===== config.mk =====
export PLATFORM = sky130hd
export DESIGN_NAME = bit_decoder
export DESIGN_NICKNAME = d
export VERILOG_FILES = /design/src/rtl/dec_stream_pkg.sv /design/src/rtl/dec_cfg_pkg.sv /design/src/rtl/bit_decoder.sv /design/src/rtl/derand_stage.sv /design/src/rtl/iq_serializer.sv /design/src/rtl/mark_space_stage.sv /design/src/rtl/biphase_stage.sv /design/src/rtl/dec_regs.sv /design/src/rtl/pipe_reg.sv
export SDC_FILE = /design/constraint.sdc
export NUM_CORES = 1
export LEC_CHECK = 0
export BUFFER_PORTS_ARGS = -buffer_cell sky130_fd_sc_hd__buf_2
export CORE_UTILIZATION = 40
export DETAILED_ROUTE_END_ITERATION = 8
export GPL_TIMING_DRIVEN = 0
export PLACE_DENSITY = 0.59
export SLEW_MARGIN = 10
export SYNTH_ARGS = -nofsm -noshare
export SYNTH_HDL_FRONTEND = slang
export SYNTH_SLANG_ARGS = --single-unit

===== constraint.sdc =====
create_clock -name clk -period 4.2 [get_ports clk]
set_input_delay 0.84 -clock clk [delete_from_list [all_inputs] [get_ports clk]]
set_output_delay 0.84 -clock clk [all_outputs]
set_load 0.02 [all_outputs]

===== src/rtl/dec_stream_pkg.sv =====
// beat payloads carried on the valid/ready links between decoder stages
// imported by the stages and by the top level
package dec_stream_pkg;

  // -------------------------------------------------------------------------
  // stream payloads
  // -------------------------------------------------------------------------

  // one hard-decision symbol, both rails
  typedef struct packed {
    logic i;
    logic q;
  } iq_sym_t;

  // one output beat
  // in serial mode both lanes carry the same bit
  typedef struct packed {
    logic i;
    logic q;
  } bit_pair_t;

endpackage


===== src/rtl/dec_cfg_pkg.sv =====
// control/status register layouts and bus offsets of the bit decoder
// imported by the register bank and by every stage that reads the control word
package dec_cfg_pkg;

  // -------------------------------------------------------------------------
  // code selection
  // -------------------------------------------------------------------------

  // value 3 unused, decodes as nrz-l
  typedef enum logic [1:0] {
    CODE_NRZ_L = 2'd0,
    CODE_NRZ_M = 2'd1,
    CODE_NRZ_S = 2'd2
  } code_mode_e;

  // -------------------------------------------------------------------------
  // register layouts
  // -------------------------------------------------------------------------

  // control word, msb first
  typedef struct packed {
    logic [8:0] rsvd;       // reads back as zero
    logic       invert;     // complement final output
    logic       derand_en;  // 1 + x^14 + x^15 derandomizer
    logic       swap;       // q first in serial mode
    logic       demux_en;   // serialize i/q pair
    logic       biphase_en; // biphase-l input
    code_mode_e mode;
  } dec_ctrl_t;

  // status word, sticky bits
  typedef struct packed {
    logic [14:0] rsvd;
    logic        code_err;  // biphase pair with equal halves seen
  } dec_status_t;

  // word offsets from the bank base
  localparam int unsigned CTRL_OFS   = 0;
  localparam int unsigned STATUS_OFS = 1;

endpackage

===== src/rtl/bit_decoder.sv =====
// bit-decoding back end: biphase, mark/space, i/q demux, derandomizer
// symbols in on a valid/ready stream, decoded bits out, control over the register bus
`timescale 1ns/100ps

module bit_decoder
  import dec_cfg_pkg::*;
  import dec_stream_pkg::*;
#(
  parameter int unsigned           REG_ADDR_W = 4,
  parameter logic [REG_ADDR_W-1:0] REG_BASE   = '0
) (
  input  logic                  clk,
  input  logic                  rs,
  input  logic                  sym_valid_i,
  output logic                  sym_ready_o,
  input  iq_sym_t               sym_i,
  output logic                  out_valid_o,
  input  logic                  out_ready_i,
  output bit_pair_t             out_o,
  input  logic                  reg_wr_i,
  input  logic [REG_ADDR_W-1:0] reg_addr_i,
  input  logic [15:0]           reg_wdata_i,
  output logic [15:0]           reg_rdata_o
);

  dec_ctrl_t ctrl;
  logic      code_err;
  // stage links
  logic      nrz_valid;
  logic      nrz_ready;
  iq_sym_t   nrz;
  logic      ms_valid;
  logic      ms_ready;
  iq_sym_t   ms;
  logic      ser_valid;
  logic      ser_ready;
  bit_pair_t ser;

  // -------------------------------------------------------------------------
  // register bank
  // -------------------------------------------------------------------------

  dec_regs #(
    .REG_ADDR_W (REG_ADDR_W),
    .REG_BASE   (REG_BASE)
  ) u_regs (
    .clk         (clk),
    .rs          (rs),
    .reg_wr_i    (reg_wr_i),
    .reg_addr_i  (reg_addr_i),
    .reg_wdata_i (reg_wdata_i),
    .reg_rdata_o (reg_rdata_o),
    .code_err_i  (code_err),
    .ctrl_o      (ctrl)
  );

  // -------------------------------------------------------------------------
  // decode chain, one skid register per stage
  // -------------------------------------------------------------------------

  biphase_stage u_biphase (
    .clk (clk), .rs (rs), .ctrl_i (ctrl),
    .sym_valid_i (sym_valid_i), .sym_ready_o (sym_ready_o), .sym_i (sym_i),
    .nrz_valid_o (nrz_valid), .nrz_ready_i (nrz_ready), .nrz_o (nrz),
    .code_err_o  (code_err)
  );

  mark_space_stage u_mark_space (
    .clk (clk), .rs (rs), .ctrl_i (ctrl),
    .in_valid_i  (nrz_valid), .in_ready_o (nrz_ready), .in_i (nrz),
    .out_valid_o (ms_valid), .out_ready_i (ms_ready), .out_o (ms)
  );

  iq_serializer u_serializer (
    .clk (clk), .rs (rs), .ctrl_i (ctrl),
    .in_valid_i  (ms_valid), .in_ready_o (ms_ready), .in_i (ms),
    .out_valid_o (ser_valid), .out_ready_i (ser_ready), .out_o (ser)
  );

  derand_stage u_derand (
    .clk (clk), .rs (rs), .ctrl_i (ctrl),
    .in_valid_i  (ser_valid), .in_ready_o (ser_ready), .in_i (ser),
    .out_valid_o (out_valid_o), .out_ready_i (out_ready_i), .out_o (out_o)
  );

endmodule


===== src/rtl/derand_stage.sv =====
// self-synchronizing derandomizer, 1 + x^14 + x^15, then optional inversion
// last stage of the chain
`timescale 1ns/100ps

module derand_stage
  import dec_cfg_pkg::*;
  import dec_stream_pkg::*;
(
  input  logic      clk,
  input  logic      rs,
  input  dec_ctrl_t ctrl_i,
  input  logic      in_valid_i,
  output logic      in_ready_o,
  input  bit_pair_t in_i,
  output logic      out_valid_o,
  input  logic      out_ready_i,
  output bit_pair_t out_o
);

  logic [14:0] hist_q;   // received bits, newest in bit 0
  logic        derand_bit;
  logic        pipe_ready;
  bit_pair_t   res;

  assign in_ready_o = pipe_ready;

  // taps from the history before this beat shifts in
  assign derand_bit = in_i.i ^ hist_q[14] ^ hist_q[13];

  // keeps running with derand off so it is in sync when enabled
  always_ff @(posedge clk or posedge rs)
  begin
    if (rs)
    begin
      hist_q <= '0;
    end
    else if (in_valid_i && pipe_ready)
    begin
      hist_q <= {hist_q[13:0], in_i.i};
    end
  end

  always_comb
  begin
    res = in_i;
    if (ctrl_i.derand_en)
    begin
      res.i = derand_bit;
      res.q = derand_bit;
    end
    if (ctrl_i.invert)
    begin
      res.i = ~res.i;
      res.q = ~res.q;
    end
  end

  pipe_reg #(
    .payload_t (bit_pair_t)
  ) u_pipe (
    .clk         (clk),
    .rs          (rs),
    .in_valid_i  (in_valid_i),
    .in_ready_o  (pipe_ready),
    .in_data_i   (res),
    .out_valid_o (out_valid_o),
    .out_ready_i (out_ready_i),
    .out_data_o  (out_o)
  );

endmodule


===== src/rtl/iq_serializer.sv =====
// qpsk/oqpsk demux, turns each i/q symbol into one parallel beat or two serial
// beats; swap puts q first
`timescale 1ns/100ps

module iq_serializer
  import dec_cfg_pkg::*;
  import dec_stream_pkg::*;
(
  input  logic      clk,
  input  logic      rs,
  input  dec_ctrl_t ctrl_i,
  input  logic      in_valid_i,
  output logic      in_ready_o,
  input  iq_sym_t   in_i,
  output logic      out_valid_o,
  input  logic      out_ready_i,
  output bit_pair_t out_o
);

  logic      phase_q;    // second bit pending
  logic      second_q;
  logic      first_bit;
  logic      second_bit;
  logic      in_fire;
  logic      pipe_valid;
  logic      pipe_ready;
  bit_pair_t pipe_data;

  assign first_bit  = ctrl_i.swap ? in_i.q : in_i.i;
  assign second_bit = ctrl_i.swap ? in_i.i : in_i.q;

  // symbol consumed with its first bit, input blocked during the second
  assign in_ready_o = ~phase_q & pipe_ready;
  assign in_fire    = in_valid_i & in_ready_o;
  assign pipe_valid = phase_q | in_valid_i;

  always_comb
  begin
    if (phase_q)
    begin
      pipe_data.i = second_q;
      pipe_data.q = second_q;
    end
    else if (ctrl_i.demux_en)
    begin
      pipe_data.i = first_bit;
      pipe_data.q = first_bit;
    end
    else
    begin
      // parallel pair
      pipe_data.i = in_i.i;
      pipe_data.q = in_i.q;
    end
  end

  always_ff @(posedge clk or posedge rs)
  begin
    if (rs)
    begin
      phase_q <= 1'b0;
    end
    else if (phase_q)
    begin
      if (pipe_ready)
      begin
        phase_q <= 1'b0;
      end
    end
    else if (in_fire && ctrl_i.demux_en)
    begin
      phase_q <= 1'b1;
    end
  end

  always_ff @(posedge clk)
  begin
    if (in_fire)
    begin
      second_q <= second_bit;
    end
  end

  pipe_reg #(
    .payload_t (bit_pair_t)
  ) u_pipe (
    .clk         (clk),
    .rs          (rs),
    .in_valid_i  (pipe_valid),
    .in_ready_o  (pipe_ready),
    .in_data_i   (pipe_data),
    .out_valid_o (out_valid_o),
    .out_ready_i (out_ready_i),
    .out_data_o  (out_o)
  );

endmodule


===== src/rtl/mark_space_stage.sv =====
// nrz-l / nrz-m / nrz-s decoding, each rail against its own previous bit
`timescale 1ns/100ps

module mark_space_stage
  import dec_cfg_pkg::*;
  import dec_stream_pkg::*;
(
  input  logic      clk,
  input  logic      rs,
  input  dec_ctrl_t ctrl_i,
  input  logic      in_valid_i,
  output logic      in_ready_o,
  input  iq_sym_t   in_i,
  output logic      out_valid_o,
  input  logic      out_ready_i,
  output iq_sym_t   out_o
);

  iq_sym_t prev_q;   // last accepted input, per rail
  iq_sym_t dec;
  logic    pipe_ready;

  assign in_ready_o = pipe_ready;

  // history moves on every accepted beat, whatever the mode
  always_ff @(posedge clk or posedge rs)
  begin
    if (rs)
    begin
      prev_q <= '0;
    end
    else if (in_valid_i && pipe_ready)
    begin
      prev_q <= in_i;
    end
  end

  // mark: transition means one, space: transition means zero
  always_comb
  begin
    case (ctrl_i.mode)
      CODE_NRZ_M:
      begin
        dec.i = in_i.i ^ prev_q.i;
        dec.q = in_i.q ^ prev_q.q;
      end
      CODE_NRZ_S:
      begin
        dec.i = ~(in_i.i ^ prev_q.i);
        dec.q = ~(in_i.q ^ prev_q.q);
      end
      default:
      begin
        dec = in_i;
      end
    endcase
  end

  pipe_reg #(
    .payload_t (iq_sym_t)
  ) u_pipe (
    .clk         (clk),
    .rs          (rs),
    .in_valid_i  (in_valid_i),
    .in_ready_o  (pipe_ready),
    .in_data_i   (dec),
    .out_valid_o (out_valid_o),
    .out_ready_i (out_ready_i),
    .out_data_o  (out_o)
  );

endmodule


===== src/rtl/biphase_stage.sv =====
// first decoder stage, folds biphase-l half-symbol pairs into nrz symbols
// passes symbols straight on when biphase is off
`timescale 1ns/100ps

module biphase_stage
  import dec_cfg_pkg::*;
  import dec_stream_pkg::*;
(
  input  logic      clk,
  input  logic      rs,
  input  dec_ctrl_t ctrl_i,
  input  logic      sym_valid_i,
  output logic      sym_ready_o,
  input  iq_sym_t   sym_i,
  output logic      nrz_valid_o,
  input  logic      nrz_ready_i,
  output iq_sym_t   nrz_o,
  output logic      code_err_o
);

  logic    phase_q;     // first half held, waiting for second
  iq_sym_t half_q;
  logic    first_half;
  logic    sym_fire;
  logic    pair_bad;
  logic    pipe_valid;
  logic    pipe_ready;
  iq_sym_t pipe_data;

  // first half of a pair only gets stored
  assign first_half = ctrl_i.biphase_en & ~phase_q;

  // first halves always taken, otherwise wait on the skid register
  assign sym_ready_o = first_half | pipe_ready;
  assign sym_fire    = sym_valid_i & sym_ready_o;

  // a valid biphase pair toggles mid-symbol on both rails
  assign pair_bad   = (half_q.i == sym_i.i) | (half_q.q == sym_i.q);
  assign code_err_o = sym_fire & ctrl_i.biphase_en & phase_q & pair_bad;

  // bit is the first half, even for a bad pair
  assign pipe_valid = sym_valid_i & ~first_half;
  assign pipe_data  = ctrl_i.biphase_en ? half_q : sym_i;

  always_ff @(posedge clk or posedge rs)
  begin
    if (rs)
    begin
      phase_q <= 1'b0;
    end
    else if (!ctrl_i.biphase_en)
    begin
      phase_q <= 1'b0;
    end
    else if (sym_fire)
    begin
      phase_q <= ~phase_q;
    end
  end

  always_ff @(posedge clk)
  begin
    if (sym_fire && first_half)
    begin
      half_q <= sym_i;
    end
  end

  pipe_reg #(
    .payload_t (iq_sym_t)
  ) u_pipe (
    .clk         (clk),
    .rs          (rs),
    .in_valid_i  (pipe_valid),
    .in_ready_o  (pipe_ready),
    .in_data_i   (pipe_data),
    .out_valid_o (nrz_valid_o),
    .out_ready_i (nrz_ready_i),
    .out_data_o  (nrz_o)
  );

endmodule


===== src/rtl/dec_regs.sv =====
// control word and sticky status word on a simple register bus
// reads are registered, data appears one cycle after the address
`timescale 1ns/100ps

module dec_regs
  import dec_cfg_pkg::*;
#(
  parameter int unsigned                REG_ADDR_W = 4,
  parameter logic [REG_ADDR_W-1:0]      REG_BASE   = '0
) (
  input  logic                  clk,
  input  logic                  rs,
  input  logic                  reg_wr_i,
  input  logic [REG_ADDR_W-1:0] reg_addr_i,
  input  logic [15:0]           reg_wdata_i,
  output logic [15:0]           reg_rdata_o,
  input  logic                  code_err_i,
  output dec_ctrl_t             ctrl_o
);

  // absolute addresses of the two words
  localparam logic [REG_ADDR_W-1:0] CTRL_ADDR   = REG_BASE + REG_ADDR_W'(CTRL_OFS);
  localparam logic [REG_ADDR_W-1:0] STATUS_ADDR = REG_BASE + REG_ADDR_W'(STATUS_OFS);

  dec_ctrl_t   ctrl_q;
  dec_ctrl_t   ctrl_wdata;
  dec_status_t status_q;
  logic        ctrl_hit;
  logic        status_hit;
  logic [15:0] rdata_next;
  logic [15:0] rdata_q;

  assign ctrl_hit   = (reg_addr_i == CTRL_ADDR);
  assign status_hit = (reg_addr_i == STATUS_ADDR);

  // write data with reserved field forced low
  always_comb
  begin
    ctrl_wdata      = dec_ctrl_t'(reg_wdata_i);
    ctrl_wdata.rsvd = '0;
  end

  // -------------------------------------------------------------------------
  // control and status storage
  // -------------------------------------------------------------------------

  always_ff @(posedge clk or posedge rs)
  begin
    if (rs)
    begin
      ctrl_q   <= '0;
      status_q <= '0;
    end
    else
    begin
      if (reg_wr_i && ctrl_hit)
      begin
        ctrl_q <= ctrl_wdata;
      end
      // new error beats a clearing write
      if (code_err_i)
      begin
        status_q.code_err <= 1'b1;
      end
      else if (reg_wr_i && status_hit)
      begin
        status_q <= '0;
      end
    end
  end

  // -------------------------------------------------------------------------
  // readback
  // -------------------------------------------------------------------------

  // unmapped addresses read zero
  always_comb
  begin
    rdata_next = '0;
    if (ctrl_hit)
    begin
      rdata_next = ctrl_q;
    end
    else if (status_hit)
    begin
      rdata_next = status_q;
    end
  end

  always_ff @(posedge clk or posedge rs)
  begin
    if (rs)
    begin
      rdata_q <= '0;
    end
    else
    begin
      rdata_q <= rdata_next;
    end
  end

  assign reg_rdata_o = rdata_q;
  assign ctrl_o      = ctrl_q;

endmodule


===== src/rtl/pipe_reg.sv =====
// two-entry valid/ready skid register, closes every decoder stage
// ready comes straight from a flop so no stage sees downstream ready combinationally
`timescale 1ns/100ps

module pipe_reg #(
  parameter type payload_t = logic
) (
  input  logic     clk,
  input  logic     rs,
  input  logic     in_valid_i,
  output logic     in_ready_o,
  input  payload_t in_data_i,
  output logic     out_valid_o,
  input  logic     out_ready_i,
  output payload_t out_data_o
);

  logic     out_valid_q;
  logic     skid_valid_q;
  payload_t out_data_q;
  payload_t skid_data_q;
  logic     in_fire;
  logic     out_free;

  // skid empty means room for one more beat
  assign in_ready_o = ~skid_valid_q;
  assign in_fire    = in_valid_i & ~skid_valid_q;
  // output slot empty or leaving this cycle
  assign out_free   = ~out_valid_q | out_ready_i;

  always_ff @(posedge clk or posedge rs)
  begin
    if (rs)
    begin
      out_valid_q  <= 1'b0;
      skid_valid_q <= 1'b0;
    end
    else if (out_free)
    begin
      // skid drains first, keeps order
      out_valid_q  <= skid_valid_q | in_fire;
      skid_valid_q <= 1'b0;
    end
    else if (in_fire)
    begin
      skid_valid_q <= 1'b1;
    end
  end

  always_ff @(posedge clk)
  begin
    if (out_free)
    begin
      if (skid_valid_q)
      begin
        out_data_q <= skid_data_q;
      end
      else if (in_fire)
      begin
        out_data_q <= in_data_i;
      end
    end
    else if (in_fire)
    begin
      skid_data_q <= in_data_i;
    end
  end

  assign out_valid_o = out_valid_q;
  assign out_data_o  = out_data_q;

endmodule


Word level (Yosys, flattened, before mapping)

Cells that the tools add are included.

Bits in registers: 70
Logic and storage cells: 149
Input bits: 27
Output and inout port bits: 20
Memories: 0
ROM bits: 0
Latch bits: 0
RAM bits: 0

Mux-type cells: 33
Divide/modulo/power cells: 0
Shift-type cells: 0
Add/subtract/negate cells: 0
Eq/ne operators: 6
Multiply operators: 0
Reduce and logical (&&, ||, !) cells: 24
Bitwise gates (word level): 46
Order comparisons: 0

Operators by type and width:

| cell                 | number |
|---|---|
| $mux W2              | 13 |
| $not A1 Y1           | 19 |
| $mux W1              | 18 |
| $reduce_bool A2 Y1   | 9 |
| $mux W16             | 1 |
| $reduce_and A2 Y1    | 8 |
| $and A1 B1 Y1        | 12 |
| $or A1 B1 Y1         | 11 |
| $logic_and A1 B1 Y1  | 6 |
| $eq A4 B1 Y1 const B | 1 |
| $logic_not A4 Y1     | 1 |
| $pmux W2 S2          | 1 |
| $xor A1 B1 Y1        | 4 |
| $eq A1 B1 Y1         | 2 |
| $eq A2 B1 Y1 const B | 1 |
| $eq A2 B2 Y1 const B | 1 |
| $ne A2 B1 Y1 const B | 1 |

Depth between registers and ports, before layout

Depth after elaboration: 8
Gate-level depth with buffers: 5
Gate-level depth less buffers: 5

By module

A second synthesis with hierarchy kept.

Cell total of the unflattened synthesis: 219
Area, all modules: 2,817.7 µm²

Modules (own cells, without submodules):

| module           | cells each | sequential area each (µm²) | area each (µm²) | instances |
|---|---|---|---|---|
| pipe_reg         | 16         | 170.2                      | 240.2           | 4 |
| dec_regs         | 56         | 375.4                      | 704.4           | 1 |
| derand_stage     | 40         | 375.4                      | 629.4           | 1 |
| mark_space_stage | 26         | 50.0                       | 195.2           | 1 |
| biphase_stage    | 17         | 85.1                       | 177.7           | 1 |
| iq_serializer    | 16         | 55.1                       | 150.1           | 1 |

Least setup slack after synthesis

No wires, ideal clock.

Kind: input-to-reg
Start: input port reg_addr_i[3]
End: register u_regs.ctrl_q (netlist bit u_regs.ctrl_o[0])
Setup slack: 2,583 ps
Library setup time: 125 ps
Buffers on the path: 0
Required time: 4,075 ps
Cell stages on the path: 3
Data arrival time: 1,492 ps
Cell sequence: nor2_1 nand3_1 mux2_2

Word-level cells in the longest chain between the ends: 2

Ends and longest elaborated chain:

| item                 | line              | text |
|---|---|---|
| from (decl)          | bit_decoder.sv:21 | `input logic [REG_ADDR_W-1:0] reg_addr_i,` |
| $logic_not A4 Y1     | dec_regs.sv:33    | `assign ctrl_hit = (reg_addr_i == CTRL_ADDR);` |
| $logic_and A1 B1 Y1  | dec_regs.sv:56    | `if (reg_wr_i && ctrl_hit)` |
| to (signal assigned) | dec_regs.sv:58    | `ctrl_q <= ctrl_wdata;` |
| to (decl)            | dec_regs.sv:25    | `dec_ctrl_t ctrl_q;` |

No other way between the ends.
A chain may end at the register's enable or synchronous reset.

Final worst setup path

Start: register u_regs.ctrl_q (netlist bit u_regs.ctrl_o[2])
End: output port sym_ready_o

Word-level cells in the longest chain between the ends: 2

Ends and longest elaborated chain:

| item          | line                | text |
|---|---|---|
| $and A1 B1 Y1 | biphase_stage.sv:31 | `assign first_half = ctrl_i.biphase_en & ~phase_q;` |
| $or A1 B1 Y1  | biphase_stage.sv:34 | `assign sym_ready_o = first_half \| pipe_ready;` |
| to (decl)     | bit_decoder.sv:15   | `output logic sym_ready_o,` |

No other way between the ends.

==> impl_metrics.py <==
metrics = {
    "worst_setup_path": {
        "cpMaxStageDelayCell": "dfrtp_1",
        "crit_buf_inv": 1,
        "critPathTopFamily": "flip-flops",
        "crit_path_max_fanout": 7,
        "crit_arrival_ns": 1.22,
        "slowest_delay_ns": 0.49,
        "r2r_start": "u_regs.ctrl_o[0]$_DFFE_PP0P_",
        "crit_path_start_kind": "register",
        "crit_required_ns": 3.36,
        "crit_chain": "nand2b_1 > nand2_1 > buf_2",
        "cp-end-kind": "output port",
        "reg2reg_depth": 5,
        "crit_type": "register to output port",
        "reg2reg_slack_ns": 2.61,
        "timing.rr.end": "u_mark_space.u_pipe.out_data_o[0]$_DFFE_PP_",
    },
    "power": {
        "p_per_area_nw_per_um2": 652,
        "p_leak_nw": 1.43,
        "vdd.ir_drop.worst_mv": 0.276,
        "p_total_mw": 2.08,
    },
    "routing": {
        "met1_length_mm": 2.10,
        "routed.top_layer": "met4",
        "drt_iter0_drc": 68,
        "wl_per_cell_um": 12.8,
        "ant_nets": 0,
        "drt_wl_total_mm": 4.40,
        "vias_per_cell": 4.83,
        "wl_met3_um": 195,
        "first_pass_iters": 6,
        "wl_met2_mm": 2.05,
        "via_count": 1658,
        "drc": 2,
    },
    "yosys": {
        "avgSynthCellArea_um2": 12.7,
        "synthDistinctLibCells": 44,
        "async_flop_share": 0.689,
        "synth-edff-count": 19,
        "syn_inst": 213,
        "ys_ff_latch": 61,
        "synth-main-ff-cell": "dfrtp_1",
        "synth_area_um2": 2710,
        "yosys_warnings": 0,
        "seq_area_frac_synth": 0.598,
    },
    "floorplan": {
        "initial_utilization": 0.420,
        "ioPinCount": 47,
        "row_count": 29,
        "dieArea_um2": 7110,
        "die_w_um": 84.3,
        "die_h_um": 84.3,
        "core_area_um2": 6460,
    },
    "layout": {
        "syn_to_final_growth_pct": 17.8,
        "drive_gt1_frac": 0.331,
        "nNetsFinal": 290,
        "num-fill-cells": 594,
        "diodes": 0,
    },
    "global_routing": {
        "grtUsageTotal": 0.142,
        "antenna_found_initial": 0,
        "grt_overflow": 0,
        "grt_pass1_wl_mm": 7.65,
        "grt_max_degree": 33,
        "grt_pass1_vias": 1686,
    },
    "clock_network": {
        "cts.sinks": 61,
        "path_clk_slew_ns": 0.07,
        "cts-resized-gates": 0,
        "h-tree-depth": 3,
        "hold_buffers": 0,
        "insertion_delay_ns": 0.34,
        "cts_tree": "done",
        "cts_setup_buffers": 0,
        "root_buffer": "clkbuf_8",
        "cts_buffer_depth": 2,
        "cts_buffers": 9,
    },
    "min_path": {
        "hold_class": "primary input to asynchronous set/reset pin",
    },
    "timing": {
        "finalCriticalPeriod_ns": 2.06,
        "timing.final.crit_share": 0.492,
        "finClkSkew_ns": 0.00979,
        "fmax_mhz": 484,
        "final_hold_viol_count": 0,
        "finalSetupTns_ns": 0,
        "max_slew_margin": 0.347,
        "final_max_slew_viol_count": 0,
        "worstMarginPinSlew_ns": 0.971,
        "grt_setup_unrepaired": "false",
        "setup_viol": 0,
    },
    "placement": {
        "gp_congestion": 0.747,
        "portBuffers": 28,
        "post-dp-hpwl_mm": 3.20,
    },
    "job": {
        "drv_cap": 0,
    },
    "run_status": {
        "violations": "DRC",
        "status": "finished, violations left",
    },
}
==> cell usage after synthesis (all sizes together), types with 2 or more instances <==
cell | count | area [µm²]
a21oi | 6 | 30.0
and2 | 6 | 37.5
buf | 12 | 88.8
clkbuf | 2 | 7.51
dfrtp | 42 | 1050
edfxtp | 19 | 571
ha | 2 | 25.0
inv | 6 | 22.5
mux2 | 29 | 327
nand2 | 13 | 48.8
nand2b | 4 | 25.0
nand3 | 4 | 20.0
nor2 | 18 | 67.6
nor2b | 7 | 43.8
nor3 | 4 | 20.0
nor3b | 3 | 22.5
nor4 | 2 | 12.5
o21a | 4 | 30.0
o31ai | 4 | 30.0
xnor2 | 3 | 26.3
xor2 | 2 | 17.5
==> final cells by class <==
type                    instances  area (µm²)  area share
flip-flops and latches         61        1620       0.508
multi-input cells             140        1000       0.313
clock buffers                  13         180      0.0564
repair buffers                 29         160      0.0502
plain buffers                  14        96.3      0.0302
well taps                      77        96.3      0.0302
inverters                       6        22.5     0.00705
clock inverters                 3        16.3     0.00509
==> sequential cells by signal (all words and copies together) (netlist names), 2 cells and up <==
signal / count
u_regs.ctrl_o: 7
u_mark_space.u_pipe.skid_data_q: 2
u_biphase.u_pipe.out_data_o: 2
u_serializer.u_pipe.out_data_o: 2
u_derand.hist_q: 15
u_biphase.half_q: 2
u_mark_space.prev_q: 2
u_derand.u_pipe.skid_data_q: 2
u_regs.reg_rdata_o: 7
u_derand.u_pipe.out_data_o: 2
u_serializer.u_pipe.skid_data_q: 2
u_mark_space.u_pipe.out_data_o: 2
u_biphase.u_pipe.skid_data_q: 2
==> worst register-to-register path, stage by stage, from the launching register on <==
cell     delay (ns)
dfrtp_1        0.38
inv_1          0.06
ha_1           0.36
nor4b_1        0.30
a211o_1        0.16
o31ai_1        0.07
==> where the power goes <==
group / switching [mW] / internal (mW) / total (mW)
Combinational: 0.283 / 0.323 / 0.606
Sequential: 0.129 / 0.852 / 0.981
Clock: 0.215 / 0.281 / 0.496
==> how the worst max path moves through the flow <==
| stage | cells after the start | from | slack (ns) | to |
|---|---|---|---|---|
| detailed placement | 3 | reg_addr_i[1] | 1.94 | u_regs.reg_rdata_o[2]$_DFF_PP0_ |
| global placement | 2 | rs | 1.76 | u_derand.u_pipe.out_valid_o$_DFFE_PP0N_ |
| floorplan | 1 | rs | 2.39 | u_biphase.phase_q$_DFFE_PP0P_ |
| finish | 3 | u_regs.ctrl_o[2]$_DFFE_PP0P_ | 2.14 | sym_ready_o |
| CTS | 3 | u_regs.ctrl_o[2]$_DFFE_PP0P_ | 2.12 | sym_ready_o |
| global route | 3 | u_regs.ctrl_o[2]$_DFFE_PP0P_ | 2.02 | sym_ready_o |
==> stage by stage <==
stage | setup slack [ns] | hold WS, ns | utilization | instances | cell area (µm²)
detailed placement | 1.94 | 0.476 | 0.464 | 327 | 3000
finish | 2.14 | 0.432 | 0.494 | 343 | 3190
floorplan | 2.39 | 0.456 | - | 221 | 2740
global route | 2.02 | 0.437 | 0.494 | 343 | 3190
global placement | 1.76 | 0.478 | 0.461 | 326 | 2980
CTS | 2.12 | 0.420 | 0.494 | 343 | 3190
==> placed cells by master (no fill, tap or decap), types with 5 or more instances in the layout <==
master / Yosys / layout
nand2_1: 13 / 13
buf_2: 2 / 30
dfrtp_1: 42 / 42
edfxtp_1: 19 / 19
nor2b_1: 7 / 7
inv_1: 6 / 5
and2_1: 6 / 6
nor2_1: 18 / 18
clkbuf_8: 0 / 11
mux2_2: 29 / 29
buf_4: 9 / 9
a21oi_1: 6 / 6
conb_1: 1 / 9
==> logic make-up after synthesis <==
kind of cell / count (synthesis) / share of synthesized area
flip-flops: 61 / 0.598
other: 1 / 0.00138
AO/OA/AOI/OAI: 25 / 0.0674
buffers and inverters: 20 / 0.0439
adder cells (fa/ha/maj): 2 / 0.00923
multiplexers: 30 / 0.124
AND/OR/NAND/NOR: 68 / 0.130
XOR/XNOR: 6 / 0.0254
==> metal layers <==
layer / up-vias / GRT usage
li1: 836 / -
met1: 782 / 0.168
met2: 29 / 0.229
met3: 11 / 0.0610
met4: 0 / 0.0564
met5: - / 0
Note: power is estimated with default switching activity, not from simulation.
